## config.mk

```make
export PLATFORM = sky130hd
export DESIGN_NAME = skid_buffer
export DESIGN_NICKNAME = d
export VERILOG_FILES = /design/src/design/skid_buffer.sv
export SDC_FILE = /design/constraint.sdc
export NUM_CORES = 1
export LEC_CHECK = 0
export CELL_PAD_IN_SITES_DETAIL_PLACEMENT = 1
export CELL_PAD_IN_SITES_GLOBAL_PLACEMENT = 1
export CORE_MARGIN = 2
export CORE_UTILIZATION = 40
export CTS_CLUSTER_DIAMETER = 40
export CTS_CLUSTER_SIZE = 16
export DETAILED_ROUTE_END_ITERATION = 16
export DONT_BUFFER_PORTS = 1
export PLACE_DENSITY = 0.74
export SETUP_SLACK_MARGIN = 0.1
export SLEW_MARGIN = 10
export SYNTH_ARGS = -nofsm -noshare
export SYNTH_HDL_FRONTEND = slang
export SYNTH_SLANG_ARGS = --single-unit
```

## constraint.sdc

```tcl
create_clock -name clk -period 5.38 [get_ports clk]
set_clock_uncertainty 0.1 [all_clocks]
set_input_delay 0.807 -clock clk [delete_from_list [all_inputs] [get_ports clk]]
set_output_delay 0.807 -clock clk [all_outputs]
set_load 0.05 [all_outputs]
```

## src/design/skid_buffer.sv

```systemverilog
`timescale 1ns/100ps

module skid_buffer #(
  parameter type T = logic [7:0]
) (
  input  logic clk,
  input  logic rstb,
  input  logic in_valid_i,
  output logic in_ready_o,
  input  T     in_data_i,
  output logic out_valid_o,
  input  logic out_ready_i,
  output T     out_data_o
);

  logic out_valid_q;
  logic skid_valid_q;
  T     out_data_q;
  T     skid_data_q;
  logic in_fire;
  logic out_free;

  // ready only looks at local state
  assign in_ready_o = ~skid_valid_q;
  assign in_fire    = in_valid_i & ~skid_valid_q;
  assign out_free   = out_ready_i | ~out_valid_q;

  always_ff @(posedge clk or negedge rstb) begin
    if (!rstb) begin
      out_valid_q  <= 1'b0;
      skid_valid_q <= 1'b0;
    end else if (out_free) begin
      out_valid_q  <= skid_valid_q | in_fire;
      skid_valid_q <= 1'b0;
    end else if (in_fire) begin
      skid_valid_q <= 1'b1;  // head stalled, park new entry
    end
  end

  always_ff @(posedge clk) begin
    if (out_free) begin
      out_data_q <= skid_valid_q ? skid_data_q : in_data_i;  // older entry first
    end
    if (in_fire && !out_free) begin
      skid_data_q <= in_data_i;
    end
  end

  assign out_valid_o = out_valid_q;
  assign out_data_o  = out_data_q;

endmodule

```

=== Word-level counts from Yosys, hierarchy flattened ===
Cells that the tools add are included.
Widths: inputs -> output; s select.

* Register bits after elaboration: 18
* Output and inout port bits: 10

* Muxes and demuxes: 3
* Bitwise logic cells: 5
* Reduce and logical (&&, ||, !) cells: 3

{| class="wikitable"
|+ Operators with widths
! cell !! number
|-
| $mux 8 || 1
|-
| $mux 1 || 2
|-
| $not 1->1 || 2
|-
| $or 1x1->1 || 2
|-
| $reduce_bool 2->1 || 1
|-
| $and 1x1->1 || 1
|-
| $logic_and 1x1->1 || 1
|-
| $logic_not 1->1 || 1
|}

=== Depth between registers and ports, before layout ===
* Depth after elaboration: 4
* Gate-level depth with buffers: 3
* Gate-level depth less buffers: 2

=== Least setup slack after synthesis ===
Ideal clock, no wire load.

* Kind: input to register
* Start: input out_ready_i
* End: register skid_data_q[0] (netlist bit) (enable)
* Data arrival time: 1709 ps
* Data required time: 4895 ps
* Path slack: 3185 ps
* Stages on the path: 2
* Buffers on the path: 0
* Cells stage by stage: nand2b_4 -> nor3b_1

* Word-level cells in the longest chain between the ends: 3

{| class="wikitable"
|+ RTL lines
! what !! RTL line !! RTL
|-
| start, declared || 12 || <nowiki>input logic out_ready_i,</nowiki>
|-
| $or 1x1->1 || 26 || <nowiki>assign out_free = out_ready_i | ~out_valid_q;</nowiki>
|-
| $logic_not 1->1 || 44 || <nowiki>if (in_fire && !out_free) begin</nowiki>
|-
| $logic_and 1x1->1 || 44 ||
|-
| end signal, assigned || 45 || <nowiki>skid_data_q <= in_data_i;</nowiki>
|-
| end, declared || 19 || <nowiki>T skid_data_q;</nowiki>
|}

No other way between the ends.
A chain may end at the register's enable or synchronous reset.

=== Final worst setup path ===
* Start: register skid_valid_q
* End: output in_ready_o

* Word-level cells in the longest chain between the ends: 1

{| class="wikitable"
|+ RTL lines
! what !! RTL line !! RTL
|-
| start, declared || 17 || <nowiki>logic skid_valid_q;</nowiki>
|-
| start signal, assigned || 31 || <nowiki>skid_valid_q <= 1'b0;</nowiki>
|-
| start signal, assigned || 34 || <nowiki>skid_valid_q <= 1'b0;</nowiki>
|-
| start signal, assigned || 36 || <nowiki>skid_valid_q <= 1'b1;</nowiki>
|-
| $not 1->1 || 24 || <nowiki>assign in_ready_o = ~skid_valid_q;</nowiki>
|-
| end, declared || 9 || <nowiki>output logic in_ready_o,</nowiki>
|}

No other way between the ends.

==> impl_metrics.csv <==
group,metric,value,unit
grt,grt_pass1_wl,1.42,mm
timing,fin_setup_tns,0,ps
synth,synth_top_family_by_area,"multiplexers",
grt,antenna_found_initial,0,
critical_path,cp-start-kind,"flop",
critical_path,cp_num_buf_inv,1,
pwr,power,0.290,mW
route,viasPerCell,5.28,
timing,post-route-worst-setup-slack,3100,ps
grt,grt_max_degree,12,
timing,grt_setup_unrepaired,"no",
synth,synth_xor_area_share,0,%
clock_tree,cts_max_path_buffers,2,
route,ant_nets,0,
route,drcViolationCount,0,
place,port_buffers,0,
run_status,outcome,"complete, no violations",
final_layout,n_fill_cell,155,
grt,grt_usage,10.3,%
place,gp_congestion,0.622,
pwr,peakVddDrop,0.142,mV
pwr,power.leakage,0.275,nW
critical_path,r2r-end,"skid_data_q[6]",
timing,setup_viol,0,
clock_tree,cts_setup_buffers,0,
critical_path,reg2reg_depth,2,
grt,overflow,0,
critical_path,path_delay_family,"flip-flops",
synth,postSynthAreaPerCell,21.0,um2
critical_path,crit_slowest_cell,"dfrtp_1",
route,wire_per_inst,17.5,um
synth,ys_ff_latch,18,
timing,tightestPinTransition,628,ps
critical_path,crit_fanout,11,
timing,hold_viol,0,
final_layout,synthToLayoutAreaGrowth,7.39,%
synth,yosysUniqueCellTypes,10,
clock_tree,cts_hold_buf,0,
floorplanning,rows,15,
clock_tree,cts_tree,"done",
floorplanning,core,0.00167,mm2
timing,slew_headroom,57.9,%
synth,synth-simple-area-share,4.68,%
synth,yosys.area_share.adder,0,%
critical_path,cp-endpoint,"in_ready_o",
route,firstDrtPassIters,2,
floorplanning,start_util,41.6,%
synth,synth_cells,33,
timing,max_freq,439,MHz
clock_tree,cts_made_buffers,3,
clock_tree,root_buffer,"clkbuf_4",
final_layout,regArea,531,um2
critical_path,startpoint,"skid_valid_q",
route,dr_total_vias,280,
final_layout,drive_gt1_share,38.9,%
critical_path,setup.reg_to_reg.worst_slack,3450,ps
floorplanning,num_io_pins,22,
clock_tree,cts.sinks,18,
timing,hold_ws,105,ps
timing,drv_slew,0,
clock_tree,cts_resized,0,
critical_path,crit_chain,"inv_1",
floorplanning,die_h,45.7,um
grt,grt_pass1_vias,349,
synth,synth_area,694,um2
final_layout,multi_input_area,154,um2
critical_path,worst_ep_arrival_time,1370,ps
synth,synth_compound_area_share,0,%
route,dr.first_iter.drc_count,1,
clock_tree,clk_pin_slew,100,ps
critical_path,critical_path_class,"flop to output pin",
floorplanning,die_area,0.00209,mm2
timing,finalCritPeriodShare,42.3,%
clock_tree,clk_latency,280,ps
critical_path,critPathRequiredTime,4470,ps
floorplanning,die_x,45.7,um
critical_path,max_stage_delay,710,ps
synth,synth.area.mux_share,16.8,%
synth,synth_nets,45,
clock_tree,h-tree-depth,1,
run,cap_violations,0,
pwr,power_density,389,mW/mm2
synth,synth-warning-count,0,
final_layout,fin_nets,49,
final_layout,diodes,0,
synth,ys_seq_area_share,76.4,%
critical_path,cp.depth,1,
place,dp_slack,2850,ps
route,wirelength,927,um
critical_path,worstReg2RegStart,"out_valid_o",
timing,fin_crit,2280,ps
critical_path,critPathCaptureType,"output pin",
hold_path,worstHoldPathType,"input pin to async pin",
## state kept, by name, summed over array words and instances, names as in the netlist
signal / count
out_data_o: 8
out_valid_o: 1
skid_data_q: 8
skid_valid_q: 1
## worst min-delay path by stage
stage | startpoint | endpoint | slack [ps]
finish | rstb | skid_valid_q | 100
global route | rstb | out_valid_o | 80
CTS | rstb | out_valid_o | 90
detailed placement | rstb | skid_valid_q | 410
global placement | rstb | out_valid_o | 410
floorplan | rstb | out_valid_o | 410
## worst register-to-register path, stage by stage, from the launching register on
cell	delay, ps
dfrtp_1	690
nand2b_4	200
nor3b_2	590
## area by class of cell
cell class / instances / share of cell area (%)
multi-input cells: 13 / 20.6
flip-flops and latches: 18 / 71.1
well taps: 17 / 2.85
clock buffers: 4 / 4.87
inverters: 1 / 0.503
## cell usage after synthesis
| master | count | share of area, % |
|---|---|---|
| mux2_4 | 7 | 15 |
| nor2_1 | 2 | 1.1 |
| nand2b_4 | 1 | 2.0 |
| inv_1 | 1 | 0.54 |
| nand2_1 | 1 | 0.54 |
| dfrtp_1 | 2 | 7.2 |
| buf_6 | 1 | 1.6 |
| mux2_2 | 1 | 1.6 |
| nor3b_1 | 1 | 1.1 |
| edfxtp_1 | 16 | 69 |
## cells by family after synthesis
group,after synthesis
flip-flops,18
buffers and inverters,2
multiplexers,8
AND/OR/NAND/NOR,5
## layer usage
layer,GRT usage [%],vias to the layer above,wire length [um]
li1,-,128,-
met1,10.6,138,326
met2,18.0,14,529
met3,2.78,0,71
met4,7.06,0,0
met5,0,-,0
## where the power goes
| part | internal (mW) | leakage (nW) | total, mW | switching (mW) |
|---|---|---|---|---|
| sequential | 0.164 | 0.177 | 0.193 | 0.0286 |
| combinational | 0.00958 | 0.0768 | 0.0173 | 0.00774 |
| clock | 0.0411 | 0.0210 | 0.0800 | 0.0388 |
## metrics by stage
step                      utilization, %  cell area (um2)  std cells
final                               44.6              746         53
after global routing                44.6              746         53
after CTS                           44.3              741         53
after detailed placement            42.2              704         49
after global placement              42.2              704         49
after floorplan                        -              694         33
## cell usage in the layout (no fill, tap or decap)
cell / count
edfxtp_1: 16
mux2_4: 7
clkbuf_4: 3
nor2_1: 2
dfrtp_1: 2
nand2b_4: 1
nor3b_2: 1
inv_1: 1
nand2_1: 1
mux2_2: 1
clkbuf_8: 1
Note: power is estimated with default switching activity, not from simulation.
