==> src/design/foc_params.svh <==
`ifndef FOC_PARAMS_SVH
`define FOC_PARAMS_SVH

// datapath width, 16-bit currents sign-extend into it
`define FOC_DW   18

`define FOC_QB   15   // fraction bits of sin/cos and gains
`define FOC_ITER 16   // cordic micro-rotations

// clamp for integrator and regulator output
`define FOC_LIM  4096

`endif

==> src/design/foc_pkg.sv <==
`include "foc_params.svh"

package foc_pkg;

  // one resolver/current sample from the input port
  typedef struct packed {
    logic        [15:0] angle;      // full turn is 2^16
    logic signed [15:0] ia;
    logic signed [15:0] ib;
    logic signed [15:0] iq_target;
  } foc_sample_t;

  typedef struct packed {
    logic signed [`FOC_DW-1:0] id;
    logic signed [`FOC_DW-1:0] iq;
    logic signed [`FOC_DW-1:0] vd;
    logic signed [`FOC_DW-1:0] vq;
  } foc_result_t;

  typedef struct packed {
    logic signed [`FOC_DW-1:0] alpha;
    logic signed [`FOC_DW-1:0] beta;
  } foc_ab_t;

  // Q15
  typedef struct packed {
    logic signed [15:0] sin;
    logic signed [15:0] cos;
  } foc_sc_t;

  typedef struct packed {
    logic signed [`FOC_DW-1:0] d;
    logic signed [`FOC_DW-1:0] q;
  } foc_dq_t;

  typedef struct packed {
    logic        wen;
    logic        axis;  // 0 selects d, 1 selects q
    logic [15:0] kp;    // unsigned Q15
    logic [15:0] ki;
  } foc_gain_cfg_t;

endpackage

==> src/design/clarke_xform.sv <==
`timescale 1ns/100ps
`include "foc_params.svh"

module clarke_xform import foc_pkg::*; (
  input  logic               clk,
  input  logic               rstb,
  input  logic               start_i,
  input  logic signed [15:0] ia_i,
  input  logic signed [15:0] ib_i,
  output logic               done_o,
  output foc_ab_t            ab_o
);

  localparam int DW = `FOC_DW;
  localparam logic signed [16:0] INV_SQRT3 = 17'sd18919;  // Q15

  logic signed [DW-1:0] sum_ab;
  logic signed [DW+16:0] beta_prod;

  // ic is implied, so beta = (ia + 2*ib)/sqrt3
  assign sum_ab    = DW'(ia_i) + (DW'(ib_i) <<< 1);
  assign beta_prod = sum_ab * INV_SQRT3;

  always_ff @(posedge clk or negedge rstb) begin
    if (!rstb) begin
      done_o <= 1'b0;
    end else if (start_i) begin
      done_o <= 1'b1;
    end
  end

  always_ff @(posedge clk) begin
    if (start_i) begin
      ab_o <= '{alpha: DW'(ia_i), beta: DW'(beta_prod >>> `FOC_QB)};
    end
  end

endmodule

==> config.mk <==
export PLATFORM = sky130hd
export DESIGN_NAME = clarke_xform
export DESIGN_NICKNAME = d
export VERILOG_FILES = /design/src/design/foc_pkg.sv /design/src/design/clarke_xform.sv
export VERILOG_INCLUDE_DIRS = /design/src /design/src/design
export SDC_FILE = /design/constraint.sdc
export NUM_CORES = 1
export LEC_CHECK = 0
export BUFFER_PORTS_ARGS = -buffer_cell sky130_fd_sc_hd__buf_2
export CORE_UTILIZATION = 55
export DETAILED_ROUTE_END_ITERATION = 10
export HOLD_SLACK_MARGIN = 0.1
export PLACE_DENSITY = 0.73
export REMOVE_ABC_BUFFERS = 1
export SLEW_MARGIN = 15
export SYNTH_ARGS = -nofsm -noshare
export SYNTH_HDL_FRONTEND = slang
export SYNTH_SLANG_ARGS = --single-unit
==> constraint.sdc <==
create_clock -name clk -period 1.5 [get_ports clk]
set_input_delay 0.3 -clock clk [delete_from_list [all_inputs] [get_ports clk]]
set_output_delay 0.3 -clock clk [all_outputs]
set_load 0.03 [all_outputs]
* Word level (Yosys, flattened, before mapping)
Index checks and enable logic that the tools add are counted.
** Operators by class
- Add/sub/neg operators :: 1
- Multipliers :: 1
** Operators by type and width (count)
- $mul A18 B16 Y33 const B :: 1
- $add A16 B17 Y18 :: 1
** Storage, ports and cells
- Flip-flop bits (word level) :: 35
- Input bits :: 35
- Output and inout port bits :: 37
- Word-level logic and storage cells :: 5

* Logic depth before layout (Yosys ltp)
- Depth in word-level cells :: 2
- Mapped depth :: 31
- Gate-level depth less buffers :: 31

* Worst setup path before layout
No wires, ideal clock.
- Path kind :: input -> register
- Start point :: input ia_i[1]
- End point :: register ab_o[12] (netlist bit) (data pin)
- Setup time :: 266 ps
- Arrival :: 6831 ps
- Required time :: 1234 ps
- Slack :: -5597 ps
- Stages on the path :: 28
- Buffers on the path :: 0
- Cell sequence :: ha_1 -> fa_1 -> a21o_1 -> a21oi_1 -> nor2b_1 -> o21a_1 -> a21o_1 -> a211oi_1 -> nor3_1 -> ha_1 -> xor2_1 -> ha_1 -> fa_1 -> fa_1 -> fa_1 -> inv_1 -> fa_1 -> inv_1 -> ha_1 -> a21oi_1 -> o221ai_1 -> a21oi_1 -> o211ai_1 -> and2_1 -> o21ai_0 -> a21oi_1 -> o41ai_1 -> xnor2_1
** On the way
- Cells in the longest elaborated chain, start to end :: 2
** Ends and longest elaborated chain
- start: declaration :: line clarke_xform.sv:8 : input logic signed [15:0] ia_i,
- $add A16 B17 Y18 :: line clarke_xform.sv:21 : assign sum_ab = DW'(ia_i) + (DW'(ib_i) <<< 1);
- $mul A18 B16 Y33 :: line clarke_xform.sv:22 : assign beta_prod = sum_ab * INV_SQRT3;
- net beta_prod[27] :: line clarke_xform.sv:18 : logic signed [DW+16:0] beta_prod;
- end signal: assignment :: line clarke_xform.sv:34 : ab_o <= '{alpha: DW'(ia_i), beta: DW'(beta_prod >>> `FOC_QB)};
- end: declaration :: line clarke_xform.sv:11 : output foc_ab_t ab_o
The timed path passes the listed nets, and every way through them passes these cells.
A chain may end at the register's enable or synchronous reset.

* Final worst setup path
Ends and elaborated chain as after synthesis.

==> results.json <==
{
  "io_buffers": 71,
  "slowest_delay_ns": 0.55,
  "synth_cell_types": 54,
  "wl_per_cell_um": 17.9,
  "rr_startpoint": "done_o",
  "place_congestion": 0.934,
  "hp-class": "primary input to register",
  "skew_ns": 0,
  "ioPinCount": 72,
  "antenna_cells": 0,
  "syn_avg_cell_area_um2": 10.3,
  "routed_wl_um": 20900,
  "ys_seq_elements": 35,
  "antenna_found_initial": 0,
  "finalCriticalPeriod_ns": 7.13,
  "finalHoldViolations": 0,
  "clk_pin_slew_ns": 0.06,
  "core_area_um2": 12700,
  "drc_errors": 0,
  "cp-start-kind": "primary input",
  "synth_ff_type": "edfxtp_1",
  "start_util": 0.570,
  "async_reset_ff_frac": 0.0286,
  "cts_inserted_buffers": 5,
  "row_count": 41,
  "fin_ws_ns": -5.63,
  "grt_pass1_vias": 6556,
  "worst-path-max-fanout": 4,
  "endpoint_kind": "register",
  "path_class": "primary input to register",
  "tightest_slew_ns": 0.514,
  "layout_commonest_cell": "buf_4",
  "synth_warnings": 0,
  "rsz0062_at_grt": "yes",
  "fill_cells": 812,
  "cts_num_sinks": 35,
  "fp.dieW_um": 117,
  "layout-drive-gt1-share": 0.403,
  "cp.arrival_ns": 7.19,
  "finalNetCount": 1265,
  "grtUsageTotal": 0.326,
  "max_freq_mhz": 140,
  "dpl.hpwl_um": 16400,
  "h-tree-depth": 2,
  "finalSetupViolations": 18,
  "vias": 6075,
  "hold_depth": 1,
  "critPathSlowestCell": "fa_1",
  "grt_max_degree": 36,
  "cts_tree": "built",
  "ant_nets": 0,
  "clockRootBuffer": "clkbuf_16",
  "viasPerCell": 5.22,
  "drv_slew": 0,
  "die_y_um": 117,
  "overflow": 0,
  "synth_enable_flop_cells": 34,
  "r2r.worst_path.cells": 1,
  "mostFrequentLayoutCells": "buf_4 (209), inv_1 (158), ha_1 (123)",
  "setup_tns_ns": -97.38,
  "die_area_um2": 13600,
  "crit_required_ns": 1.55,
  "hold_path.startpoint": "ia_i[1]",
  "grt_first_pass_wirelength_um": 32300,
  "worstSetupStartpoint": "ia_i[1]",
  "slew-limit-headroom": 0.654,
  "synth_seq_area_share": 0.144,
  "cts.path.max_buffers": 2,
  "period_share": 4.76,
  "cpMostUsedCell": "fa_1",
  "violations": "setup timing",
  "first_pass_iters": 4,
  "syn-cell-area_um2": 7250,
  "area_growth_pct": 41.3,
  "drt_iter0_drc": 217,
  "syn_inst": 702,
  "maxCapViolCount": 0,
  "status": "complete, but fails checks",
  "clk_latency_ns": 0.30
}
worst paths after layout:
path | end | slack (ns)
min | ab_o[19] | 0.19
max in group asynchronous | done_o | 1.12
min in group asynchronous | done_o | 0.29
max reg2reg | done_o | 0.72
min reg2reg | done_o | 0.48
max | ab_o[12] | -5.63
worst max-delay path, delay by kind of cell:
kind            cells  cell delay [ns]
compound gates     11             2.12
fa+ha+maj           9             3.62
xor+xnor            1             0.13
simple gates        3             0.30
buf+inv             9             0.72
logic make-up (layout without fill, tap and decap cells):
family	count (synthesis)	count (layout)	share of synthesized area
DFF	35	35	0.144
adders and majority gates	239	239	0.514
xor gates and xnor gates	67	67	0.0830
AOI/OAI and AO/OA	98	98	0.0999
buffers and inverters	170	460	0.0901
and+or+nand+nor	85	85	0.0575
muxes	8	8	0.0116
sequential cells by signal, indices dropped and copies added (netlist names):
signal,cells
ab_o,34
done_o,1
metrics by stage:
step / setup WS (ns) / instance area [um^2] / hold WS (ns) / util / cells
after floorplan: -5.60 / 7220 / 0.00441 / - / 697
after global placement: -6.08 / 9170 / 0.0755 / 0.721 / 1122
after detailed placement: -6.36 / 9170 / 0.0765 / 0.721 / 1122
after CTS: -5.40 / 10000 / 0.176 / 0.786 / 1157
after global routing: -5.88 / 10200 / 0.183 / 0.805 / 1164
final: -5.63 / 10200 / 0.190 / 0.805 / 1164
cell usage after synthesis, types with 2 or more instances:
cell type,number,area share
a21o_1,15,0.016
o221ai_1,2,0.0024
mux2_2,3,0.0047
o21bai_1,3,0.0031
a2111o_1,2,0.0031
fa_1,98,0.27
xnor2_1,39,0.047
inv_1,165,0.085
nor3_1,8,0.0055
and2_1,5,0.0043
edfxtp_1,34,0.14
o31ai_1,4,0.0041
xor2_1,26,0.031
nor2_1,21,0.011
a31o_2,3,0.0036
a21oi_1,26,0.018
buf_4,2,0.0021
a211oi_1,5,0.0052
ha_1,141,0.24
nand3_1,8,0.0055
nand4_1,4,0.0035
nor2b_1,3,0.0026
or3_1,3,0.0026
o21ai_0,10,0.0069
o211ai_1,4,0.0041
clkbuf_1,2,0.0010
nand2b_1,5,0.0043
mux2i_1,5,0.0069
o21a_1,9,0.0093
or2_2,3,0.0026
nand2_1,21,0.011
layout make-up:
cell class / count / area [um^2] / share of cell area
Timing Repair Buffer: 287 / 2030 / 0.198
Tap cell: 172 / 215 / 0.0210
Multi-Input combinational cell: 497 / 6170 / 0.602
Sequential cell: 35 / 1050 / 0.102
Clock buffer: 5 / 125 / 0.0122
Inverter: 165 / 619 / 0.0605
Clock inverter: 3 / 43.8 / 0.00428
timing repair:
action                                  CTS  global route
gates resized for setup                  85            36
endpoints found under the hold margin     1             0
hold buffers                              1             0
endpoints found under the setup margin   18            18
pin swaps                                89            47
setup buffers                            27            10
metal layers:
metal	vias up	global-route usage	share of wire	wire, um
li1	2882	-	-	-
met4	0	0.132	0.040	831
met1	2974	0.375	0.38	7980
met2	162	0.609	0.53	11200
met3	57	0.0463	0.043	900
met5	-	0	0	0
Power is not shown: default switching activity piles up to over one toggle a cycle in this logic, so the estimate is an artifact.
