$ cat config.mk
export PLATFORM = sky130hd
export DESIGN_NAME = park_xform
export DESIGN_NICKNAME = d
export VERILOG_FILES = /design/src/design/foc_pkg.sv /design/src/design/park_xform.sv
export VERILOG_INCLUDE_DIRS = /design/src /design/src/design
export SDC_FILE = /design/constraint.sdc
export NUM_CORES = 2
export LEC_CHECK = 0
export ABC_AREA = 1
export ABC_CLOCK_PERIOD_IN_PS = 1800
export BUFFER_PORTS_ARGS = -buffer_cell sky130_fd_sc_hd__buf_4
export CAP_MARGIN = 20
export CORE_MARGIN = 1.5
export CORE_UTILIZATION = 56
export DETAILED_ROUTE_END_ITERATION = 10
export PLACE_DENSITY = 0.75
export SETUP_SLACK_MARGIN = 0.3
export SLEW_MARGIN = 5
export SYNTH_ARGS = -nofsm -noshare
export SYNTH_HDL_FRONTEND = slang
export SYNTH_SLANG_ARGS = --single-unit
$ cat constraint.sdc
create_clock -name clk -period 1.8 [get_ports clk]
set_input_delay 0.09 -clock clk [delete_from_list [all_inputs] [get_ports clk]]
set_output_delay 0.09 -clock clk [all_outputs]
set_load 0.03 [all_outputs]
$ cat src/design/foc_params.svh
`ifndef FOC_PARAMS_SVH
`define FOC_PARAMS_SVH

// datapath width, 16-bit currents sign-extend into it
`define FOC_DW   18

`define FOC_QB   15   // fraction bits of sin/cos and gains
`define FOC_ITER 16   // cordic micro-rotations

// clamp for integrator and regulator output
`define FOC_LIM  4096

`endif

$ cat src/design/foc_pkg.sv
`include "foc_params.svh"

package foc_pkg;

  // one resolver/current sample from the input port
  typedef struct packed {
    logic        [15:0] angle;      // full turn is 2^16
    logic signed [15:0] ia;
    logic signed [15:0] ib;
    logic signed [15:0] iq_target;
  } foc_sample_t;

  typedef struct packed {
    logic signed [`FOC_DW-1:0] id;
    logic signed [`FOC_DW-1:0] iq;
    logic signed [`FOC_DW-1:0] vd;
    logic signed [`FOC_DW-1:0] vq;
  } foc_result_t;

  typedef struct packed {
    logic signed [`FOC_DW-1:0] alpha;
    logic signed [`FOC_DW-1:0] beta;
  } foc_ab_t;

  // Q15
  typedef struct packed {
    logic signed [15:0] sin;
    logic signed [15:0] cos;
  } foc_sc_t;

  typedef struct packed {
    logic signed [`FOC_DW-1:0] d;
    logic signed [`FOC_DW-1:0] q;
  } foc_dq_t;

  typedef struct packed {
    logic        wen;
    logic        axis;  // 0 selects d, 1 selects q
    logic [15:0] kp;    // unsigned Q15
    logic [15:0] ki;
  } foc_gain_cfg_t;

endpackage

$ cat src/design/park_xform.sv
`timescale 1ns/100ps
`include "foc_params.svh"

module park_xform import foc_pkg::*; (
  input  logic    clk,
  input  logic    rstb,
  input  logic    start_i,
  input  foc_ab_t ab_i,
  input  foc_sc_t sc_i,
  output logic    done_o,
  output foc_dq_t dq_o
);

  localparam int DW = `FOC_DW;
  localparam int PW = DW + 16;

  logic signed [PW-1:0] ac_q;
  logic signed [PW-1:0] bs_q;
  logic signed [PW-1:0] bc_q;
  logic signed [PW-1:0] as_q;
  logic signed [PW:0]   d_sum;
  logic signed [PW:0]   q_sum;
  logic                 stage_q;

  assign d_sum = ac_q + bs_q;
  assign q_sum = bc_q - as_q;

  always_ff @(posedge clk or negedge rstb) begin
    if (!rstb) begin
      stage_q <= 1'b0;
      done_o  <= 1'b0;
    end else begin
      stage_q <= start_i;
      if (start_i) begin
        done_o <= 1'b0;
      end else if (stage_q) begin
        done_o <= 1'b1;
      end
    end
  end

  // products first, sums second
  always_ff @(posedge clk) begin
    if (start_i) begin
      ac_q <= ab_i.alpha * sc_i.cos;
      bs_q <= ab_i.beta * sc_i.sin;
      bc_q <= ab_i.beta * sc_i.cos;
      as_q <= ab_i.alpha * sc_i.sin;
    end
    if (stage_q) begin
      dq_o <= '{d: DW'(d_sum >>> `FOC_QB), q: DW'(q_sum >>> `FOC_QB)};
    end
  end

endmodule

=== Word-level counts from Yosys, hierarchy flattened ===
Cells that the tools add are included.

* Bits in registers: 170
* Input bits: 71
* Output and inout port bits: 37
* Logic and storage cells: 17

* Add/sub/neg operators: 2
* Multiply operators: 4
* Muxes and demuxes: 2
* Reductions and logical operators: 1

{| class="wikitable"
|+ Operators by type and width
! operator !! count
|-
| 18-bit by 16-bit multiplier with 33-bit output || 4
|-
| 33-bit adder || 1
|-
| 33-bit subtractor || 1
|-
| 1-bit two-way mux || 2
|-
| 2-bit nonzero test || 1
|}

=== Logic depth before layout (Yosys ltp) ===
* Depth in word-level cells: 2
* Mapped depth: 28
* Gate-level depth less buffers: 26

=== Least setup slack after synthesis ===
Ideal clock, no wire load.

* Path kind: input-to-reg
* From: in sc_i[3] in the netlist's numbering
* To: reg ac_q[30] (data pin)
* Library setup time: 0.252 ns
* Arrival: 5.105 ns
* Required time: 1.548 ns
* Setup slack: -3.557 ns
* Stages: 22
* Buffers on the path: 2
* Path through: clkbuf_1 > clkbuf_1 > nand2_1 > inv_1 > fa_1 > inv_1 > fa_1 > inv_1 > fa_1 > fa_1 > fa_1 > inv_1 > fa_1 > inv_1 > ha_1 > nand2_1 > nor2_1 > inv_1 > nor4_1 > nand2_1 > nand3_1 > nand2_1

* Word-level cells in the longest chain between the ends: 1

{| class="wikitable"
|+ Ends and longest elaborated chain
! item !! line !! source
|-
| start: declaration || park_xform.sv:9 || <nowiki>input foc_sc_t sc_i,</nowiki>
|-
| 18-bit by 16-bit multiplier with 33-bit output || park_xform.sv:45 || <nowiki>ac_q <= ab_i.alpha * sc_i.cos;</nowiki>
|-
| end signal: assignment || park_xform.sv:45 ||
|-
| end: declaration || park_xform.sv:17 || <nowiki>logic signed [PW-1:0] ac_q;</nowiki>
|}

No other way between the ends.
A chain may end at the register's enable or synchronous reset.

=== Final worst setup path ===
* From: in ab_i[24] in the netlist's numbering
* To: reg as_q[32] (data pin)

* Word-level cells in the longest chain between the ends: 1

{| class="wikitable"
|+ Ends and longest elaborated chain
! item !! line !! source
|-
| start: declaration || park_xform.sv:8 || <nowiki>input foc_ab_t ab_i,</nowiki>
|-
| 18-bit by 16-bit multiplier with 33-bit output || park_xform.sv:48 || <nowiki>as_q <= ab_i.alpha * sc_i.sin;</nowiki>
|-
| end signal: assignment || park_xform.sv:48 ||
|-
| end: declaration || park_xform.sv:20 || <nowiki>logic signed [PW-1:0] as_q;</nowiki>
|}

No other way between the ends.

==> qor.csv <==
stage;metric;value;unit
layout;nets;9548;
detailed_routing;routed.top_layer;met5;
synth;synth-edff-count;168;
synth;synthArstFlopShare;1.18;%
die;dieArea;0.0995;mm^2
synth;ys_seq_area_share;9.32;%
global_route;grt_overflow;0;
worst_setup_path;ff2ff_path_depth;13;
sta;layout_worst_path_cycle_share;271;%
sta;setup_slack;-3080;ps
worst_setup_path;crit_cells;27;
run_status;violations;setup timing;
synth;yosys-top-cells-area;fa_1, inv_1, nand2_1, edfxtp_1, ha_1;
sta;fin_crit;4880;ps
sta;rsz0062_at_grt;yes;
synth;post_synth_num_cell_types;42;
global_route;grt_util_all_layers;35.6;%
clock_network;ctsHtreeMaxLevel;4;
clock_network;clock_latency;530;ps
detailed_routing;drc_errors;0;
placement;preCtsSetupSlack;-3790;ps
layout;fin_cells;9233;
sta;tns;-310360;ps
placement;gp_congestion;0.962;
sta;drv_slew;0;
worst_setup_path;crit_buf_inv;10;
synth;yosysTopAreaCellShare;41.6;%
run_status;outcome;complete, but fails checks;
sta;worst_pin_slew;459;ps
placement;io_buffers;107;
worst_setup_path;critPathArrivalTime;5150;ps
clock_network;numCtsBuffers;17;
global_route;grt_pass1_wl;272000;um
detailed_routing;via_per_inst;5.41;
placement;dpl_cell_area;0.0662;mm^2
detailed_routing;via_count;49970;
layout;final_layout_size_suffix_gt1_share;30.2;%
worst_setup_path;r2r_slack;-380;ps
worst_setup_path;cp-endpoint;as_q[32]$_DFFE_PP_;
worst_setup_path;crit_path_top_delay_cell;fa_1;
worst_setup_path;start_kind;input pin;
clock_network;cts_sinks;170;
detailed_routing;drtIter0Drc;4741;
worst_setup_path;cp_max_fo;8;
synth;synth_warnings;0;
worst_setup_path;end_kind;register;
sta;hold_viol_final;0;
detailed_routing;route.met2.wl;87600;um
worst_setup_path;slowest_delay;600;ps
die;dieHeight;315;um
detailed_routing;wl_met3;19500;um
worst_setup_path;crit_required;2070;ps
worst_hold_path;hp-class;in2reg;
synth;yosysTopAreaCell;fa_1;
detailed_routing;wl_met1;66100;um
synth;synth_area_per_cell;7.78;um^2
sta;setup_violations;154;
clock_network;cts_root_buffer;clkbuf_16;
layout;design_area;0.0740;mm^2
synth;synth-main-ff-cell;edfxtp_1;
die;pin_count;108;
clock_network;cts_max_path_buffers;2;
clock_network;cts_tree;yes;
worst_setup_path;cp_common_cell;inv_2;
run;drv_cap;0;
die;initial_core_util;56.5;%
worst_setup_path;reg2reg_from;as_q[6]$_DFFE_PP_;
placement;place_hpwl;140000;um
synth;synth_cells;7020;
worst_setup_path;crit_start;ab_i[24];
global_route;grt_max_degree;50;
synth;ys_ff_latch;170;
detailed_routing;post_drt_wl_per_cell;20.4;um
global_route;grt_pass1_vias;51500;
sta;relSlewSlack;69.4;%
detailed_routing;routed_wl;188000;um
synth;synth_area;0.0546;mm^2
detailed_routing;firstDrtPassIters;9;
clock_network;path_clk_slew;80;ps
placement;dp_cells;8977;
worst_setup_path;cp_top_family;adder cells;
synth;syn_nets;8625;
die;fp.dieW;315;um
layout;area_growth;35.4;%
detailed_routing;drtAntennaViolNets;0;
worst_setup_path;path_class;in2reg;
global_route;antenna_found_initial;6;
die;num_rows;114;
sta;fin_worst_skew;24.0;ps
sta;fmax;205;MHz
die;core;0.0967;mm^2
worst_setup_path;worstReg2RegEnd;dq_o[14]$_DFFE_PP_;
through the flow:
stage	util, %	hold WS [ps]
floorplan	-	-206
global placement	68.5	-127
detailed placement	68.5	-123
CTS	72.7	63.5
global route	76.5	102
finish	76.5	95.4
layer usage:
layer / global-route usage (%) / vias up
met4: 19.8 / 8
li1: - / 22015
met1: 43.7 / 24430
met2: 58.4 / 2622
met3: 7.72 / 895
met5: 0 / -
worst register-to-register path: stages, from the launching register on:
cell and delay, ps:
edfxtp_1 400, inv_1 120, ha_1 270, a21oi_1 220, buf_4 160, o21ai_0 60, nand2_1 60, nand2_1 60
inv_1 60, nand2_1 80, nand2_1 100, nand2_1 60, nand2_1 50, nand2_1 160
synth_stat cells (4+ instances only):
library cell,n
nor4_1,7
clkbuf_1,215
nand3_1,177
xnor2_1,20
nand4_1,38
inv_1,2109
or2_1,4
nand2_1,1848
buf_1,11
fa_1,1136
buf_4,4
edfxtp_1,168
nand2_2,18
ha_1,398
o21a_1,13
a21boi_0,17
a21o_1,27
o21ai_0,102
xor2_1,89
nor3_1,34
a21oi_1,175
nor2_2,5
nand3b_1,13
nor2_1,320
o21bai_1,29
a31oi_1,11
worst min-delay path by stage:
stage,startpoint,end,cells after the start
after detailed placement,rstb,done_o$_DFFE_PN0P_,1
after global routing,ab_i[0],bc_q[0]$_DFFE_PP_,4
after CTS,ab_i[0],bc_q[0]$_DFFE_PP_,4
after floorplan,rstb,done_o$_DFFE_PN0P_,0
after global placement,rstb,done_o$_DFFE_PN0P_,1
final,ab_i[0],bc_q[0]$_DFFE_PP_,4
registers in the layout, indices dropped and copies added, names as in the netlist:
register and flops:
bs_q 33, as_q 33, done_o 1, ac_q 33, bc_q 33, dq_o 36
stage_q 1
cells by family after synthesis:
kind of cell	synth area share [%]
fa+ha+maj	50.7
xor+xnor	1.75
compound gates	3.95
buf+inv	16.2
simple gates	18.1
flops	9.32
timing repair:
action,4_1_cts,5_1_grt
setup buffers,97,101
hold buffers,3,0
endpoints found under the setup margin,156,157
pin swaps,331,419
gates cloned,6,16
resized for setup,635,697
endpoints found under the hold margin,18,0
layout make-up:
| cell class | instances | area [um^2] |
|---|---|---|
| Inverter | 2112 | 8000 |
| Fill cell | 6088 | 22700 |
| Clock inverter | 15 | 181 |
| Timing Repair Buffer | 1138 | 11500 |
| Antenna cell | 1 | 2.50 |
| Sequential cell | 170 | 5100 |
| Multi-Input combinational cell | 4504 | 47100 |
| Tap cell | 1276 | 1600 |
| Clock buffer | 17 | 425 |
layout by cell type (no fill, tap or decap), types with 15 or more instances in the layout:
cell type  netlist  routed
edfxtp_1       168     168
fa_2             0      94
inv_2            2     214
a21oi_4          0      54
nor3_1          34      15
buf_16           0      26
a21o_1          27      21
nor2_1         320     189
a21oi_2          2      77
ha_4             0     173
nor2_2           5      64
nand2_1       1848    1588
buf_4            4     815
nand3_1        177     132
inv_1         2109    1882
buf_8            0      35
nand3_2          2      37
ha_1           398     209
nand2_2         18     179
clkbuf_16        0      33
nand4_1         38      38
o21ai_2          0      31
buf_12           0     106
ha_2             0      16
nand2_4          0      94
a21oi_1        175      46
o21bai_1        29      18
xnor2_1         20      17
xor2_2           0      19
fa_1          1136    1042
buf_6            2     132
o21ai_1          1      30
nor2_4           0      72
xor2_1          89      63
o21ai_0        102      38
Power is left out: the tool's default activity adds up to more than one toggle a clock period on the data nets, which glitch-free logic cannot reach.
