`src/design/foc_params.svh`:
```
`ifndef FOC_PARAMS_SVH
`define FOC_PARAMS_SVH

// datapath width, 16-bit currents sign-extend into it
`define FOC_DW   18

`define FOC_QB   15   // fraction bits of sin/cos and gains
`define FOC_ITER 16   // cordic micro-rotations

// clamp for integrator and regulator output
`define FOC_LIM  4096

`endif

```
`src/design/foc_pkg.sv`:
```
`include "foc_params.svh"

package foc_pkg;

  // one resolver/current sample from the input port
  typedef struct packed {
    logic        [15:0] angle;      // full turn is 2^16
    logic signed [15:0] ia;
    logic signed [15:0] ib;
    logic signed [15:0] iq_target;
  } foc_sample_t;

  typedef struct packed {
    logic signed [`FOC_DW-1:0] id;
    logic signed [`FOC_DW-1:0] iq;
    logic signed [`FOC_DW-1:0] vd;
    logic signed [`FOC_DW-1:0] vq;
  } foc_result_t;

  typedef struct packed {
    logic signed [`FOC_DW-1:0] alpha;
    logic signed [`FOC_DW-1:0] beta;
  } foc_ab_t;

  // Q15
  typedef struct packed {
    logic signed [15:0] sin;
    logic signed [15:0] cos;
  } foc_sc_t;

  typedef struct packed {
    logic signed [`FOC_DW-1:0] d;
    logic signed [`FOC_DW-1:0] q;
  } foc_dq_t;

  typedef struct packed {
    logic        wen;
    logic        axis;  // 0 selects d, 1 selects q
    logic [15:0] kp;    // unsigned Q15
    logic [15:0] ki;
  } foc_gain_cfg_t;

endpackage

```
`src/design/pi_regulator.sv`:
```
`timescale 1ns/100ps
`include "foc_params.svh"

module pi_regulator import foc_pkg::*; #(
  parameter bit AXIS = 1'b0
) (
  input  logic                      clk,
  input  logic                      rstb,
  input  foc_gain_cfg_t             cfg_i,
  input  logic                      iterate_i,
  input  logic signed [`FOC_DW-1:0] target_i,
  input  logic signed [`FOC_DW-1:0] meas_i,
  output logic                      done_o,
  output logic signed [`FOC_DW-1:0] out_o
);

  localparam int DW = `FOC_DW;
  localparam int EW = DW + 1;
  localparam int PW = EW + 17;  // error times zero-extended gain
  localparam int SW = PW + 1;

  logic [15:0]          kp_q;
  logic [15:0]          ki_q;
  logic signed [EW-1:0] err;
  logic signed [PW-1:0] p_prod;
  logic signed [PW-1:0] i_prod;
  logic signed [PW-1:0] p_term_q;
  logic signed [PW-1:0] i_term_q;
  logic signed [SW-1:0] integ_sum;
  logic signed [SW-1:0] out_sum;
  logic signed [DW-1:0] integ_q;
  logic signed [DW-1:0] integ_nx;
  logic                 stage_q;

  function automatic logic signed [DW-1:0] clamp(input logic signed [SW-1:0] v);
    if (v > `FOC_LIM) clamp = DW'(`FOC_LIM);
    else if (v < -`FOC_LIM) clamp = -DW'(`FOC_LIM);
    else clamp = v[DW-1:0];
  endfunction

  assign err    = EW'(target_i) - EW'(meas_i);
  assign p_prod = err * $signed({1'b0, kp_q});
  assign i_prod = err * $signed({1'b0, ki_q});

  // output uses the freshly updated integrator
  assign integ_sum = SW'(integ_q) + SW'(i_term_q);
  assign integ_nx  = clamp(integ_sum);
  assign out_sum   = SW'(p_term_q) + SW'(integ_nx);

  always_ff @(posedge clk or negedge rstb) begin
    if (!rstb) begin
      kp_q    <= '0;
      ki_q    <= '0;
      integ_q <= '0;
      stage_q <= 1'b0;
      done_o  <= 1'b0;
    end else begin
      if (cfg_i.wen && cfg_i.axis == AXIS) begin
        kp_q <= cfg_i.kp;
        ki_q <= cfg_i.ki;
      end
      stage_q <= iterate_i;
      if (iterate_i) begin
        done_o <= 1'b0;
      end else if (stage_q) begin
        done_o  <= 1'b1;
        integ_q <= integ_nx;
      end
    end
  end

  // gains sampled here, so a write lands on the next iterate
  always_ff @(posedge clk) begin
    if (iterate_i) begin
      p_term_q <= p_prod >>> `FOC_QB;
      i_term_q <= i_prod >>> `FOC_QB;
    end
    if (stage_q) begin
      out_o <= clamp(out_sum);
    end
  end

endmodule

```
`config.mk`:
```
export PLATFORM = sky130hd
export DESIGN_NAME = pi_regulator
export DESIGN_NICKNAME = d
export VERILOG_FILES = /design/src/design/foc_pkg.sv /design/src/design/pi_regulator.sv
export VERILOG_INCLUDE_DIRS = /design/src /design/src/design
export SDC_FILE = /design/constraint.sdc
export NUM_CORES = 2
export LEC_CHECK = 0
export ABC_AREA = 1
export BUFFER_PORTS_ARGS = -buffer_cell sky130_fd_sc_hd__buf_2
export CORE_UTILIZATION = 50
export DETAILED_ROUTE_END_ITERATION = 12
export HOLD_SLACK_MARGIN = 0.1
export PLACE_DENSITY = 0.71
export SLEW_MARGIN = 20
export SYNTH_ARGS = -nofsm -noshare
export SYNTH_HDL_FRONTEND = slang
export SYNTH_SLANG_ARGS = --single-unit
export TNS_END_PERCENT = 30
```
`constraint.sdc`:
```
create_clock -name clk -period 7.15 [get_ports clk]
set_input_delay 1.0725 -clock clk [delete_from_list [all_inputs] [get_ports clk]]
set_output_delay 1.0725 -clock clk [all_outputs]
set_load 0.02 [all_outputs]
```
* After elaboration in Yosys (flattened, before gate mapping) *
Index checks and enable logic that the tools add are counted.

cells by class
  bitwise gates (word level) = 2
  add/sub/neg operators = 3
  multipliers = 2
  reductions and logical operators = 4
  muxes and demuxes = 5
  magnitude comparators = 4

operators with widths
  kind                                                             count
  multiplier 19 x 17 -> 36 bit                                     2
  2-to-1 mux 18 bit                                                3
  greater-than comparator 22 x 14 -> 1 bit, second input constant  2
  < comparator 22 x 13 -> 1 bit, second input constant             2
  adder 18 x 21 -> 22 bit                                          1
  adder 21 x 18 -> 22 bit                                          1
  subtractor 18 x 18 -> 19 bit                                     1
  2-to-1 mux 1 bit                                                 2
  inverter 1 bit                                                   2
  AND reduction 2 bit                                              1
  nonzero test 2 bit                                               1
  OR reduction 2 bit                                               1
  logical AND 1 bit                                                1

storage, ports and cells
  bits in registers = 112
  word-level logic and storage cells = 29

* Logic depth before layout (Yosys ltp) *
  depth in word-level cells = 7
  depth in mapped cells = 39

* Worst setup path after synthesis *
Ideal clock, no wire load.

  path type = in2reg
  start point = input port target_i[0]
  end point = register i_term_q[12] (data pin)
  library setup time = 0.258 ns
  required time = 6.892 ns
  setup slack = -0.643 ns
  arrival = 7.535 ns
  cell stages on the path = 33
  cell sequence = inv_1 -> ha_1 -> inv_1 -> fa_1 -> nand2_1 -> o21ai_1 -> a21oi_1 -> o21ai_2 -> a31o_2 -> nand2_1 -> clkbuf_1 -> nand3_1 -> fa_1 -> inv_1 -> fa_1 -> inv_1 -> fa_1 -> inv_1 -> fa_1 -> inv_1 -> fa_1 -> inv_1 -> fa_1 -> ha_1 -> a21o_1 -> a21oi_1 -> o21ai_0 -> a21oi_1 -> o21ai_0 -> nand2_1 -> nand2_1 -> a21oi_1 -> xnor2_1

between the ends
  cells in the longest elaborated chain, start to end = 2

RTL lines
  what                          line                RTL
  from (decl)                   pi_regulator.sv:11  input logic signed [`FOC_DW-1:0] target_i,
  subtractor 18 x 18 -> 19 bit  pi_regulator.sv:41  assign err = EW'(target_i) - EW'(meas_i);
  multiplier 19 x 17 -> 36 bit  pi_regulator.sv:43  assign i_prod = err * $signed({1'b0, ki_q});
  net i_prod[27]                pi_regulator.sv:26  logic signed [PW-1:0] i_prod;
  to (signal assigned)          pi_regulator.sv:76  i_term_q <= i_prod >>> `FOC_QB;
  to (decl)                     pi_regulator.sv:28  logic signed [PW-1:0] i_term_q;

The timed path passes the listed nets, and every way through them passes these cells.
A chain may end at the register's enable or synchronous reset.

* Worst setup path after layout *
  start point = input port meas_i[6]
  end point = register p_term_q[1] (data pin)

between the ends
  cells in the longest elaborated chain, start to end = 2

RTL lines
  what                          line                RTL
  from (decl)                   pi_regulator.sv:12  input logic signed [`FOC_DW-1:0] meas_i,
  subtractor 18 x 18 -> 19 bit  pi_regulator.sv:41
  multiplier 19 x 17 -> 36 bit  pi_regulator.sv:42  assign p_prod = err * $signed({1'b0, kp_q});
  net p_prod[16]                pi_regulator.sv:25  logic signed [PW-1:0] p_prod;
  to (signal assigned)          pi_regulator.sv:75  p_term_q <= p_prod >>> `FOC_QB;
  to (decl)                     pi_regulator.sv:27  logic signed [PW-1:0] p_term_q;

The timed path passes the listed nets, and every way through them passes these cells.

==> results.json <==
{
  "synth_top_area_share": 0.395,
  "worst_pin_slew_ns": 0.884,
  "hold_ws_ns": 0.492,
  "ys_types": 53,
  "via_per_inst": 5.21,
  "cp-start-kind": "input pin",
  "setup_violations": 33,
  "violations": "setup timing",
  "gr-total-overflow": 0,
  "num_vias": 26875,
  "grt_pass1_vias": 27927,
  "slowest_stage": "fa_1",
  "hold_viol": 0,
  "yosys_warnings": 0,
  "wl_per_cell_um": 17.6,
  "max_freq_mhz": 136,
  "yosysSeqAreaShare": 0.100,
  "drive_gt1_frac": 0.229,
  "place.detailed.hpwl_um": 75700,
  "holdCritPathClass": "reg2reg",
  "rows": 90,
  "crit_path_frequent_cell": "fa_1",
  "maxSlewHeadroom": 0.411,
  "antenna_left": 0,
  "numCtsBuffers": 9,
  "synth_top_area_cell": "fa_1",
  "synth_cells": 3916,
  "arrival_ns": 7.52,
  "fin_area_um2": 38200,
  "cts_tree": "built",
  "insertion_delay_ns": 0.44,
  "initial_core_util": 0.510,
  "coreArea_um2": 60800,
  "syn_to_final_growth_pct": 23.0,
  "synth_edf_count": 60,
  "clk_pin_slew_ns": 0.09,
  "ys_async_sr_fraction": 0.464,
  "wl_um": 90900,
  "endpoint_kind": "flop",
  "status": "finished, violations left",
  "first_iter_violations": 1819,
  "fin_crit_sh": 1.03,
  "grt_use_total": 0.297,
  "first_pass_iters": 5,
  "cts_hold_buf": 0,
  "ios": 92,
  "yosysMostFrequentCell": "inv_1",
  "synth_common_cells": "980 x inv_1, 734 x nand2_1, 613 x fa_1",
  "grt_max_degree": 65,
  "cts.sinks": 112,
  "die_w_um": 251,
  "finClkSkew_ns": 0.0294,
  "worst_ep_required_time_ns": 7.33,
  "yosys-top-cells-area": "fa_1 40%, inv_1 12%, ha_1 9.6%",
  "die_h_um": 251,
  "place.gp.congestion": 0.968,
  "antenna_found_initial": 1,
  "place_ws_ns": -0.841,
  "dieArea_um2": 63100,
  "synth-main-ff-cell": "edfxtp_1",
  "n_fill_cell": 5178,
  "grt_first_pass_wirelength_um": 145000,
  "period_minus_slack_ns": 7.33,
  "slew_violations": 0,
  "drv_cap": 0,
  "criticalPathCategory": "in2reg",
  "syn_nets": 4840,
  "place_area_um2": 36000,
  "ctsRootBufferMaster": "clkbuf_16",
  "drc": 0,
  "htree_levels": 3,
  "slowest_delay_ns": 0.56,
  "rsz0062_at_grt": "yes",
  "postSynthAreaPerCell_um2": 7.93,
  "io_buffers": 91,
  "cp_max_fo": 5,
  "netlist_area_um2": 31000,
  "worst_slack_ns": -0.184,
  "yosys_register_bits": 112,
  "nNetsFinal": 5299,
  "cts_buffer_depth": 2
}
## placed cells by master, fill, tap and decap left out, types with 11 or more instances in the layout
cell type / count
nand2_4: 18
nor2_4: 12
a21oi_1: 115
nor3_1: 11
a21o_1: 11
edfxtp_1: 60
dfrtp_1: 52
o21ai_2: 12
ha_4: 54
nand3_1: 177
buf_4: 432
o21ai_1: 21
inv_2: 41
buf_2: 90
xor2_1: 35
o21ai_0: 23
buf_12: 26
a21oi_2: 54
inv_1: 944
nor2_1: 376
nand3_2: 21
clkinv_1: 12
ha_1: 182
nand2_1: 676
buf_6: 11
fa_1: 586
nor2_2: 42
nand4_1: 31
xnor2_1: 27
nand2_2: 63
fa_2: 27
## sequential cells by signal, indices dropped and copies added (netlist names)
signal,flops
done_o,1
out_o,18
ki_q,16
i_term_q,21
stage_q,1
integ_q,18
kp_q,16
p_term_q,21
## metal layers
metal  global-route usage  routed length (µm)  share of wire  up-vias
li1                     -                   -              -    12561
met1                0.393               37400           0.41    12992
met2                0.485               42500           0.47     1132
met3               0.0638                8230          0.090      188
met4                0.100                2820          0.031        2
met5                    0                  13        0.00014        -
## what timing repair did
action,in CTS,in global routing
cloned,3,0
gates resized for setup,175,188
endpoints found under the hold margin,0,0
endpoints found under the setup margin,41,42
pin swaps,85,121
buffers inserted,15,13
## critical path, delay by kind of cell
kind,cells,cell delay (ns)
adders and majority gates,8,3.63
buffers and inverters,11,1.02
AOI/OAI and AO/OA,6,0.95
and+or+nand+nor,7,0.69
xor gates and xnor gates,1,0.13
## area by class of cell
cell class                 count  area [µm²]  area share
clock buffer                   9         225     0.00590
multi-input combinational   2684       25500       0.668
clock inverter                 7        93.8     0.00246
timing repair buffer         563        4430       0.116
timing repair inverter         1        16.3    0.000426
sequential                   112        3100      0.0813
inverter                    1004        3810      0.0998
tap                          782         978      0.0256
antenna                        1        2.50   0.0000656
## path summary, 6_finish.rpt
| check | startpoint | to | slack, ns | cells after the start |
|---|---|---|---|---|
| hold reg to reg | integ_q[14] | integ_q[14] | 0.49 | 2 |
| setup / recovery | meas_i[6] | p_term_q[1] | -0.18 | 33 |
| max in group asynchronous | rstb | kp_q[14] | 5.80 | 2 |
| min in group asynchronous | rstb | integ_q[17] | 0.78 | 2 |
| hold / removal | integ_q[14] | integ_q[14] | 0.49 | 2 |
| setup reg to reg | ki_q[8] | i_term_q[19] | 0.79 | 19 |
## kinds of logic after synthesis
group                    count (synthesis)  synth area share
adder cells (fa/ha/maj)                851             0.491
AO/OA/AOI/OAI                          285            0.0512
buffers and inverters                 1120             0.138
XOR/XNOR                                72            0.0203
AND/OR/NAND/NOR                       1476             0.200
flip-flops                             112             0.100
## metrics by stage
| stage | setup TNS, ns | cells | utilization |
|---|---|---|---|
| 4_1_cts | -0.654 | 5149 | 0.614 |
| 3_3_place_gp | -24.37 | 5115 | 0.592 |
| 3_5_place_dp | -27.58 | 5115 | 0.592 |
| 6_report | -2.58 | 5163 | 0.628 |
| 2_1_floorplan | -3.22 | 3916 | - |
| 5_1_grt | -11.88 | 5162 | 0.628 |
Power is not shown: default switching activity piles up to over one toggle a cycle in this logic, so the estimate is an artifact.
